$ cat config.mk
export PLATFORM = sky130hd
export DESIGN_NAME = cpuCore
export DESIGN_NICKNAME = d
export VERILOG_FILES = /design/src/common/coreCfgPkg.sv /design/src/common/isaPkg.sv /design/src/datapath/programCounter.sv /design/src/datapath/regFile.sv /design/src/datapath/alu.sv /design/src/datapath/datapath.sv /design/src/controlUnit.sv /design/src/cpuCore.sv
export SDC_FILE = /design/constraint.sdc
export NUM_CORES = 2
export LEC_CHECK = 0
export BUFFER_PORTS_ARGS = -buffer_cell sky130_fd_sc_hd__buf_2
export CAP_MARGIN = 20
export CORE_AREA = 5 5 416 418
export CTS_CLUSTER_DIAMETER = 40
export CTS_CLUSTER_SIZE = 10
export DETAILED_ROUTE_END_ITERATION = 10
export DIE_AREA = 0 0 421 423
export MAX_ROUTING_LAYER = met4
export PLACE_DENSITY = 0.67
export SKIP_CTS_REPAIR_TIMING = 1
export SLEW_MARGIN = 20
export SYNTH_ARGS = -nofsm -noshare
export SYNTH_HDL_FRONTEND = slang
export SYNTH_SLANG_ARGS = --single-unit
$ cat constraint.sdc
create_clock -name Clock -period 11.33 [get_ports Clock]
set_input_delay 0.5665 -clock Clock [delete_from_list [all_inputs] [get_ports Clock]]
set_output_delay 0.5665 -clock Clock [all_outputs]
set_load 0.005 [all_outputs]
$ cat src/common/coreCfgPkg.sv
package coreCfgPkg;

    localparam int dataWidth    = 32;
    localparam int regCount     = 16;
    localparam int regAddrWidth = $clog2(regCount);

    // Word address into the shared instruction and data memory
    localparam int memAddrWidth = 12;

    // Fixed five-step sequence per instruction
    typedef enum logic [2:0] {
        T0     = 3'd0,
        T1     = 3'd1,
        T2     = 3'd2,
        T3     = 3'd3,
        T4     = 3'd4,
        HALTED = 3'd5
    } step_t;

endpackage

$ cat src/common/isaPkg.sv
package isaPkg;

    // Opcode occupies the top five bits in both instruction forms
    typedef enum logic [4:0] {
        opOr   = 5'd0,
        opAnd  = 5'd1,
        opXor  = 5'd2,
        opAdd  = 5'd3,
        opSub  = 5'd4,
        opMul  = 5'd5,
        opMulh = 5'd6,
        opAddi = 5'd7,
        opOri  = 5'd8,
        opLw   = 5'd9,
        opSw   = 5'd10,
        opBrz  = 5'd11,
        opHalt = 5'd12
    } opcode_t;

    typedef enum logic [3:0] {
        aluOr    = 4'd0,
        aluAnd   = 4'd1,
        aluXor   = 4'd2,
        aluAdd   = 4'd3,
        aluSub   = 4'd4,
        aluMul   = 4'd5,
        aluPassB = 4'd6
    } aluCtrl_t;

    typedef struct packed {
        opcode_t                               opcode;
        logic [coreCfgPkg::regAddrWidth-1:0]   rd;
        logic [coreCfgPkg::regAddrWidth-1:0]   ra;
        logic [coreCfgPkg::regAddrWidth-1:0]   rb;
        logic [14:0]                           unused;
    } rForm_t;

    typedef struct packed {
        opcode_t                               opcode;
        logic [coreCfgPkg::regAddrWidth-1:0]   rd;
        logic [coreCfgPkg::regAddrWidth-1:0]   ra;
        logic signed [18:0]                    imm;
    } iForm_t;

    typedef union packed {
        rForm_t r;
        iForm_t i;
    } instr_t;

    function automatic logic [coreCfgPkg::dataWidth-1:0] signExtImm(iForm_t f);
        return {{(coreCfgPkg::dataWidth - 19){f.imm[18]}}, f.imm};
    endfunction

    function automatic logic [coreCfgPkg::dataWidth-1:0] zeroExtImm(iForm_t f);
        return {{(coreCfgPkg::dataWidth - 19){1'b0}}, f.imm};
    endfunction

    // Three-register ALU instructions
    function automatic logic isRegForm(opcode_t op);
        return op inside {opOr, opAnd, opXor, opAdd, opSub, opMul, opMulh};
    endfunction

    // Unknown opcodes stop the core as well
    function automatic logic isHalt(opcode_t op);
        return op >= opHalt;
    endfunction

endpackage

$ cat src/datapath/programCounter.sv
`timescale 1ns/1ps

module programCounter (
    input  logic                                Clock,
    input  logic                                rstN,
    input  logic                                en,
    input  logic                                branch,
    input  logic [coreCfgPkg::memAddrWidth-1:0] offset,
    output logic [coreCfgPkg::memAddrWidth-1:0] pc
);

    // Branch offset is relative to the already incremented PC
    always_ff @(posedge Clock or negedge rstN) begin
        if (!rstN) begin
            pc <= '0;
        end else if (branch) begin
            pc <= pc + offset;
        end else if (en) begin
            pc <= pc + 1'b1;
        end
    end

endmodule

$ cat src/datapath/regFile.sv
`timescale 1ns/1ps

module regFile (
    input  logic                                Clock,
    input  logic                                rstN,
    input  logic                                write,
    input  logic [coreCfgPkg::regAddrWidth-1:0] addrA,
    input  logic [coreCfgPkg::regAddrWidth-1:0] addrB,
    input  logic [coreCfgPkg::regAddrWidth-1:0] addrC,
    input  logic [coreCfgPkg::dataWidth-1:0]    wdata,
    output logic [coreCfgPkg::dataWidth-1:0]    rdataA,
    output logic [coreCfgPkg::dataWidth-1:0]    rdataB
);
    import coreCfgPkg::*;

    logic [dataWidth-1:0] regs [regCount];

    always_ff @(posedge Clock or negedge rstN) begin
        if (!rstN) begin
            for (int i = 0; i < regCount; i++) begin
                regs[i] <= '0;
            end
        end else if (write) begin
            regs[addrC] <= wdata;
        end
    end

    // R0 is hardwired to zero on both read ports
    assign rdataA = (addrA == '0) ? '0 : regs[addrA];
    assign rdataB = (addrB == '0) ? '0 : regs[addrB];

    writeAddrKnown: assert property (@(posedge Clock) disable iff (!rstN)
        write |-> !$isunknown(addrC));

endmodule

$ cat src/datapath/alu.sv
`timescale 1ns/1ps

module alu (
    input  isaPkg::aluCtrl_t                 ctrl,
    input  logic [coreCfgPkg::dataWidth-1:0] a,
    input  logic [coreCfgPkg::dataWidth-1:0] b,
    output logic [coreCfgPkg::dataWidth-1:0] resultLow,
    output logic [coreCfgPkg::dataWidth-1:0] resultHigh,
    output logic                             zero,
    output logic                             negative
);
    import isaPkg::*;
    import coreCfgPkg::*;

    logic signed [2*dataWidth-1:0] product;

    // Full signed product, high half only reaches RZH
    assign product = $signed(a) * $signed(b);

    always_comb begin
        resultHigh = '0;
        case (ctrl)
            aluOr:  resultLow = a | b;
            aluAnd: resultLow = a & b;
            aluXor: resultLow = a ^ b;
            aluAdd: resultLow = a + b;
            aluSub: resultLow = a - b;
            aluMul: begin
                resultLow  = product[dataWidth-1:0];
                resultHigh = product[2*dataWidth-1:dataWidth];
            end
            // aluPassB and any spare code
            default: resultLow = b;
        endcase
    end

    assign zero     = (resultLow == '0);
    assign negative = resultLow[dataWidth-1];

endmodule

$ cat src/datapath/datapath.sv
`timescale 1ns/1ps

module datapath (
    input  logic                                Clock,
    input  logic                                rstN,
    input  logic [coreCfgPkg::dataWidth-1:0]    memRdata,
    input  logic                                pcEn,
    input  logic                                pcBranch,
    input  logic                                rfWrite,
    input  logic [coreCfgPkg::regAddrWidth-1:0] rfAddrA,
    input  logic [coreCfgPkg::regAddrWidth-1:0] rfAddrB,
    input  logic [coreCfgPkg::regAddrWidth-1:0] rfAddrC,
    input  logic                                raEn,
    input  logic                                rbEn,
    input  logic                                rzhEn,
    input  logic                                rzlEn,
    input  logic                                rwbEn,
    input  isaPkg::aluCtrl_t                    aluCtrl,
    input  logic                                bImmSel,
    input  logic                                rzHighSel,
    input  logic                                wbMemSel,
    input  logic                                memAddrPcSel,
    input  logic [coreCfgPkg::dataWidth-1:0]    imm32,
    output logic [coreCfgPkg::memAddrWidth-1:0] memAddr,
    output logic [coreCfgPkg::dataWidth-1:0]    memWdata,
    output logic                                aZero
);
    import coreCfgPkg::*;

    logic [memAddrWidth-1:0] pc;
    logic [dataWidth-1:0]    rfDataA;
    logic [dataWidth-1:0]    rfDataB;
    logic [dataWidth-1:0]    regA;
    logic [dataWidth-1:0]    regB;
    logic [dataWidth-1:0]    rzh;
    logic [dataWidth-1:0]    rzl;
    logic [dataWidth-1:0]    rwb;
    logic [dataWidth-1:0]    aluB;
    logic [dataWidth-1:0]    aluLow;
    logic [dataWidth-1:0]    aluHigh;
    logic [dataWidth-1:0]    wbData;

    programCounter progCounter (
        .Clock  (Clock),
        .rstN   (rstN),
        .en     (pcEn),
        .branch (pcBranch),
        .offset (imm32[memAddrWidth-1:0]),
        .pc     (pc)
    );

    regFile registers (
        .Clock  (Clock),
        .rstN   (rstN),
        .write  (rfWrite),
        .addrA  (rfAddrA),
        .addrB  (rfAddrB),
        .addrC  (rfAddrC),
        .wdata  (rwb),
        .rdataA (rfDataA),
        .rdataB (rfDataB)
    );

    assign aluB = bImmSel ? imm32 : regB;

    alu aluUnit (
        .ctrl       (aluCtrl),
        .a          (regA),
        .b          (aluB),
        .resultLow  (aluLow),
        .resultHigh (aluHigh),
        .zero       (),
        .negative   ()
    );

    // Memory load wins over either ALU half
    assign wbData = wbMemSel ? memRdata : (rzHighSel ? rzh : rzl);

    always_ff @(posedge Clock) begin
        if (raEn)
            regA <= rfDataA;
        if (rbEn)
            regB <= rfDataB;
        if (rzhEn)
            rzh <= aluHigh;
        if (rzlEn)
            rzl <= aluLow;
        if (rwbEn)
            rwb <= wbData;
    end

    assign memAddr  = memAddrPcSel ? pc : rzl[memAddrWidth-1:0];
    assign memWdata = regB;
    assign aZero    = (regA == '0);

endmodule

$ cat src/controlUnit.sv
`timescale 1ns/1ps

module controlUnit (
    input  logic                                Clock,
    input  logic                                rstN,
    input  logic [coreCfgPkg::dataWidth-1:0]    memRdata,
    input  logic                                aZero,
    output logic                                halted,
    output logic                                memWrite,
    output logic                                pcEn,
    output logic                                pcBranch,
    output logic                                rfWrite,
    output logic [coreCfgPkg::regAddrWidth-1:0] rfAddrA,
    output logic [coreCfgPkg::regAddrWidth-1:0] rfAddrB,
    output logic [coreCfgPkg::regAddrWidth-1:0] rfAddrC,
    output logic                                raEn,
    output logic                                rbEn,
    output logic                                rzhEn,
    output logic                                rzlEn,
    output logic                                rwbEn,
    output isaPkg::aluCtrl_t                    aluCtrl,
    output logic                                bImmSel,
    output logic                                rzHighSel,
    output logic                                wbMemSel,
    output logic                                memAddrPcSel,
    output logic [coreCfgPkg::dataWidth-1:0]    imm32
);
    import isaPkg::*;
    import coreCfgPkg::*;

    step_t   step;
    step_t   stepNext;
    instr_t  fetched;
    instr_t  ir;
    opcode_t op;
    logic    isRegOp;
    logic    writesReg;
    logic    usesAlu;

    assign fetched = memRdata;

    always_ff @(posedge Clock) begin
        if (step == T0)
            ir <= fetched;
    end

    // HALT is caught straight out of fetch
    always_comb begin
        case (step)
            T0:      stepNext = isHalt(fetched.r.opcode) ? HALTED : T1;
            T1:      stepNext = T2;
            T2:      stepNext = T3;
            T3:      stepNext = T4;
            T4:      stepNext = T0;
            default: stepNext = HALTED;
        endcase
    end

    always_ff @(posedge Clock or negedge rstN) begin
        if (!rstN)
            step <= T0;
        else
            step <= stepNext;
    end

    assign op        = ir.r.opcode;
    assign isRegOp   = isRegForm(op);
    assign writesReg = isRegOp || op inside {opAddi, opOri, opLw};
    assign usesAlu   = writesReg || op == opSw;

    // ra and rd sit at the same bits in both forms
    assign rfAddrA = ir.r.ra;
    // SW reads its source rd through port B
    assign rfAddrB = isRegOp ? ir.r.rb : ir.i.rd;
    assign rfAddrC = ir.r.rd;

    always_comb begin
        case (op)
            opOr, opOri:               aluCtrl = aluOr;
            opAnd:                     aluCtrl = aluAnd;
            opXor:                     aluCtrl = aluXor;
            opAdd, opAddi, opLw, opSw: aluCtrl = aluAdd;
            opSub:                     aluCtrl = aluSub;
            opMul, opMulh:             aluCtrl = aluMul;
            default:                   aluCtrl = aluPassB;
        endcase
    end

    assign imm32 = (op == opOri) ? zeroExtImm(ir.i) : signExtImm(ir.i);

    assign pcEn         = (step == T0);
    assign raEn         = (step == T1);
    assign rbEn         = (step == T1);
    assign rzhEn        = (step == T2) && usesAlu;
    assign rzlEn        = (step == T2) && usesAlu;
    assign pcBranch     = (step == T2) && op == opBrz && aZero;
    assign rwbEn        = (step == T3) && writesReg;
    assign memWrite     = (step == T3) && op == opSw;
    assign rfWrite      = (step == T4) && writesReg;
    assign bImmSel      = !isRegOp;
    assign rzHighSel    = (op == opMulh);
    assign wbMemSel     = (op == opLw);
    // Data access in T3 uses the address that RZL took in T2
    assign memAddrPcSel = (step != T3);
    assign halted       = (step == HALTED);

    // Register write always follows an RWB load in the step before
    rfWriteInT4: assert property (@(posedge Clock) disable iff (!rstN)
        rfWrite |-> step == T4 && $past(rwbEn));

    writesExclusive: assert property (@(posedge Clock) disable iff (!rstN)
        !(memWrite && rfWrite));

endmodule

$ cat src/cpuCore.sv
`timescale 1ns/1ps

module cpuCore (
    input  logic                                Clock,
    input  logic                                rstN,
    output logic [coreCfgPkg::memAddrWidth-1:0] memAddr,
    output logic [coreCfgPkg::dataWidth-1:0]    memWdata,
    output logic                                memWrite,
    input  logic [coreCfgPkg::dataWidth-1:0]    memRdata,
    output logic                                halted
);
    import isaPkg::*;
    import coreCfgPkg::*;

    // Control to datapath
    logic                    pcEn;
    logic                    pcBranch;
    logic                    rfWrite;
    logic [regAddrWidth-1:0] rfAddrA;
    logic [regAddrWidth-1:0] rfAddrB;
    logic [regAddrWidth-1:0] rfAddrC;
    logic                    raEn;
    logic                    rbEn;
    logic                    rzhEn;
    logic                    rzlEn;
    logic                    rwbEn;
    aluCtrl_t                aluCtrl;
    logic                    bImmSel;
    logic                    rzHighSel;
    logic                    wbMemSel;
    logic                    memAddrPcSel;
    logic [dataWidth-1:0]    imm32;

    // Branch condition back to control
    logic                    aZero;

    // Port names match the wires one to one
    controlUnit control (.*);

    datapath dpath (.*);

endmodule

* Yosys cells after proc, flatten, opt, wreduce, memory -nomap -nowiden
Memory sizes are Yosys's and may differ from the RTL's. A register that Yosys moved wholly into a read port is not among the register bits.
Cells that the tools add are included.
** Word-level totals
- Register bits :: 719
- Bits in read-only memories :: 48
- Output and inout port bits :: 46
- Logic and storage cells :: 103
- Memories :: 1
** Cells by class
- Add/subtract/negate cells :: 4
- Multiply operators :: 1
- Magnitude comparators :: 5
- Equality and inequality tests :: 22
- Mux-type cells :: 22
- Bitwise logic cells :: 6
- Reductions and logical operators :: 18
** Memory list
- (no name shown) :: words 16, width 3, read ports 1, clocked after memory_dff 1, wr ports 0, line controlUnit.sv:78 : case (op)
** Operators with widths (number)
- bitwise mux 512 bit :: 1
- two-way mux 32 bit :: 9
- binary-select mux 32 bit (select 4 bit) :: 2
- case mux 32 bit (6 select lines) :: 1
- demux 32 bit (select 4 bit) :: 1
- multiplier 32 x 32 -> 64 bit :: 1
- two-way mux 12 bit :: 3
- adder 32 bit :: 1
- AND 32 bit :: 1
- logical NOT 32 bit :: 1
- OR 32 bit :: 1
- subtractor 32 bit :: 1
- bitwise XOR 32 bit :: 1
- equality test 5 x 3 -> 1 bit, second input constant :: 4
- equality test 5 x 4 -> 1 bit, second input constant :: 4
- greater-or-equal comparator 5 bit, second input constant :: 3
- inverter 4 -> 5 bit :: 3
- case mux 3 bit (5 select lines) :: 1
- adder 12 x 1 -> 12 bit, second input constant :: 1
- adder 12 bit :: 1
- logical NOT 4 bit :: 3
- two-way mux 4 bit :: 3
- equality test 5 x 2 -> 1 bit, second input constant :: 2
- equality test 4 x 2 -> 1 bit, second input constant :: 2
- 17 further kinds :: 27

* Depth between registers and ports, before layout
- Depth in word-level cells :: 7
- Mapped depth :: 37
- Depth with buffers taken out :: 31

* Hierarchy
A second synthesis with hierarchy kept.
** Unflattened totals
- Cells, all modules :: 7003
- Area, all modules :: 74183.6 um^2
** Modules (own cells, without submodules)
- alu :: instances 1, cells an instance 4608, area an instance 39631.8 um^2, sequential area each 0.0 um^2
- regFile :: instances 1, cells an instance 1816, area an instance 25431.9 um^2, sequential area each 12011.5 um^2
- datapath :: instances 1, cells an instance 327, area an instance 6272.3 um^2, sequential area each 4804.6 um^2
- controlUnit :: instances 1, cells an instance 147, area an instance 1875.5 um^2, sequential area each 1096.1 um^2
- programCounter :: instances 1, cells an instance 105, area an instance 972.2 um^2, sequential area each 300.3 um^2

* Worst setup path before layout
No wires, ideal clock.
- Path type :: register to register
- Start point :: register control.ir[29] (netlist name)
- End point :: register dpath.rzh[31] (data pin)
- Setup time :: 266 ps
- Arrival :: 8740 ps
- Required time :: 11064 ps
- Path slack :: 2324 ps
- Stages on the path, launching flop included :: 36
- Buffers on the path :: 5
- Clock period less this slack :: 9006 ps
- Path through :: edfxtp_1 > buf_6 > a311o_1 > buf_6 > buf_2 > nand2_1 > nand2_1 > inv_1 > clkbuf_1 > buf_1 > nor2_1 > fa_1 > fa_1 > inv_1 > fa_1 > inv_1 > fa_1 > inv_1 > fa_1 > inv_1 > fa_1 > inv_1 > fa_1 > inv_1 > fa_1 > ha_1 > a21o_1 > a21o_1 > a21o_1 > a21o_1 > a21o_1 > a21o_1 > a211oi_1 > o21ai_0 > xnor2_1 > nor2_1
** On the way
- Longest elaborated chain between the ends :: 4
- Elaborated cells between the ends (all ways) :: 12
- Classes of those cells :: 1 x mul; 7 x eq/ne; 2 x mux; 2 x reduce/logical
** Ends and longest elaborated chain
- start: declaration :: line controlUnit.sv:34 : instr_t ir;
- start signal: assignment :: line controlUnit.sv:44 : ir <= fetched;
- equality test 5 x 1 -> 1 bit (tied with other cells) :: line isaPkg.sv:60 : return op inside {opOr, opAnd, opXor, opAdd, opSub, opMul, opMulh};
- nonzero test 7 bit / two-way mux 32 bit (equally long branches) :: line isaPkg.sv:60, controlUnit.sv:89
- two-way mux 32 bit (*) :: line datapath.sv:64 : assign aluB = bImmSel ? imm32 : regB;
- multiplier 32 x 32 -> 64 bit (*) :: line alu.sv:18 : assign product = $signed(a) * $signed(b);
- end signal: assignment :: line datapath.sv:85 : rzh <= aluHigh;
- end: declaration :: line datapath.sv:35 : logic [dataWidth-1:0] rzh;
Mark *: on every way between the ends. The rest lies on a longest branch, timed or not.
A chain may end at the register's enable or synchronous reset.

* Final worst setup path
- Start point :: register control.ir[29] (netlist name)
- End point :: register dpath.rzh[9] (data pin)
Same word-level chain as after synthesis.

==> impl_metrics.tcl <==
set metrics [dict create \
    hold_class "input port to async pin" \
    synth_nets 8892 \
    crit_buf_inv 6 \
    reg2reg_slack_ns 0.27 \
    place_congestion 1.06 \
    drv_cap 0 \
    design.die.area_um2 178000 \
    drv_slew 0 \
    syn2layout_area_growth_pct 8.63 \
    failed_checks "negative hold slack" \
    synth_edf_count 192 \
    timing.rr.end "dpath.rzh[9]" \
    crit_family "adder cells" \
    hold_slack_ns -0.0404 \
    first_iter_violations 5438 \
    fin_crit_ns 11.06 \
    vias 57685 \
    period_share 0.976 \
    drtPass1Iterations 6 \
    drt_wl_total_um 264000 \
    netlist_top_cells_area "fa_1, dfrtp_1, mux2_2" \
    synth_common_cells "fa_1, inv_1, nand2_1, nor2_1, mux2_2" \
    async_flop_share 0.730 \
    tritoncts "built" \
    synth_top_area_share 0.287 \
    ios 80 \
    cp.arrival_ns 11.41 \
    clockBufferDepth 3 \
    grt_use_total 0.304 \
    tns_ns 0 \
    avgSynthCellArea_um2 10.1 \
    tightest_slew_ns 1.18 \
    grt_pass1_wl_um 395000 \
    synth_area_um2 75600 \
    setup.worst_path.start "control.ir[29]" \
    grt_max_degree 130 \
    yosys.cell_types.count 85 \
    grt_overflow 0 \
    ys.flop_type "dfrtp_1" \
    yosys.area.top_type "fa_1" \
    synth-seq-cells 722 \
    slew_headroom 0.209 \
    critPathMostFrequentCell "fa_1" \
    status "finished with violations" \
    crit_fanout 23 \
    wire_per_inst_um 27.3 \
    crit_path_max_incr_delay_ns 0.85 \
    reg2reg_from "control.ir[29]" \
    clk_pin_slew_worst_paths_ns 0.05 \
    rows 151 \
    rsz0062_at_grt "false" \
    clock_latency_ns 0.65 \
    antenna_found_initial 20 \
    critPathKind "flop to flop" \
    coreArea_um2 169000 \
    root_buffer "clkbuf_16" \
    cp-end-kind "flop" \
    hold_viol_final 18 \
    yosys_warnings 0 \
    fillers 15227 \
    portBuffers 79 \
    hpwl_um 189000 \
    vias_per_cell 5.96 \
    start_util 0.448 \
    finalSetupViolCount 0 \
    r2r_cells 29 \
    cts_sinks 722 \
    die_width_um 421 \
    postRouteAntennaNets 0 \
    skew_ns 0.0179 \
    syn_inst 7480 \
    worstSetupStartpointType "flop" \
    cts_buffers 101 \
    required_ns 11.68 \
    drc 0 \
    clock.fmax_mhz 90.4 \
    yosysMostFrequentCell "fa_1" \
    cpMaxStageDelayCell "o21ai_0" \
    nNetsFinal 8773 \
    htreeDepth 3 \
    drive_gt1_frac 0.159 \
    grt_pass1_vias 60768 \
    synth-seq-area-share 0.252 \
    die_h_um 423 \
]
-- worst max-delay path by stage --
| stage | end | slack [ns] | cells past startpoint |
|---|---|---|---|
| after floorplan | dpath.rzh[31] | 2.32 | 35 |
| after global placement | dpath.rzh[9] | 0.56 | 29 |
| after detailed placement | dpath.rzh[9] | 0.77 | 29 |
| after CTS | dpath.rzh[9] | 0.67 | 29 |
| after global routing | dpath.rzh[9] | 0.15 | 29 |
| final | dpath.rzh[9] | 0.27 | 29 |
-- layout by cell type (no fill, tap or decap), drive strengths merged, types with 18 or more instances in the layout --
cell / instances
xor2: 34
edfxtp: 192
nor3: 33
a21o: 58
clkbuf: 147
clkinv: 32
nor2: 723
a311oi: 102
inv: 1087
a31oi: 53
mux2i: 44
o21a: 29
dfrtp: 527
and3: 77
fa: 1084
a211oi: 45
nor2b: 49
xnor2: 94
mux2: 533
nand2b: 19
a21oi: 188
a221oi: 18
buf: 278
o21ai: 95
ha: 294
nand2: 1060
nand3: 162
mux4: 160
-- final cells by class --
| type | count | area [µm²] | share of cell area |
|---|---|---|---|
| inverter | 1100 | 4130 | 0.0503 |
| multi-input combinational | 5158 | 50800 | 0.618 |
| sequential | 722 | 19000 | 0.232 |
| timing repair buffer | 278 | 1950 | 0.0237 |
| clock inverter | 34 | 480 | 0.00585 |
| tap | 2218 | 2780 | 0.0338 |
| clock buffer | 147 | 2940 | 0.0358 |
| antenna | 17 | 42.5 | 0.000518 |
-- layer usage --
metal / track usage / vias to the layer above / share of wire
met2: 0.470 / 3121 / 0.46
met4: 0.202 / 0 / 0.084
li1: - / 23948 / -
met3: 0.0543 / 990 / 0.090
met1: 0.368 / 29626 / 0.37
met5: - / - / 0
-- logic make-up (layout without fill, tap and decap cells) --
| family | after synthesis | after routing | synth area share |
|---|---|---|---|
| other | 0 | 17 | 0 |
| adders and majority gates | 1378 | 1378 | 0.336 |
| AOI/OAI and AO/OA | 700 | 700 | 0.0625 |
| buffers and inverters | 1600 | 1559 | 0.0800 |
| DFF | 722 | 722 | 0.252 |
| muxes | 737 | 737 | 0.133 |
| xor gates and xnor gates | 128 | 128 | 0.0148 |
| and+or+nand+nor | 2215 | 2215 | 0.122 |
-- through the flow --
stage,worst slack [ns],hold WS [ns],utilization,instance area (µm²),cells
after detailed placement,0.767,0.501,0.466,78600,9474
after floorplan,2.32,0.271,-,75600,7480
after global placement,0.558,0.451,0.466,78600,9474
after CTS,0.672,-0.00115,0.486,82000,9655
final,0.268,-0.0404,0.486,82100,9674
after global routing,0.148,0.0547,0.486,82100,9670
-- state kept, by name (all words and copies together), names as in the netlist, named ones only --
name and flops:
control.ir 32, control.step 3, dpath.memWdata 32, dpath.progCounter.pc 12, dpath.regA 32, dpath.registers.regs 512
dpath.rwb 32, dpath.rzh 32, dpath.rzl 32
Power is not shown: default switching activity piles up to over one toggle a cycle in this logic, so the estimate is an artifact.
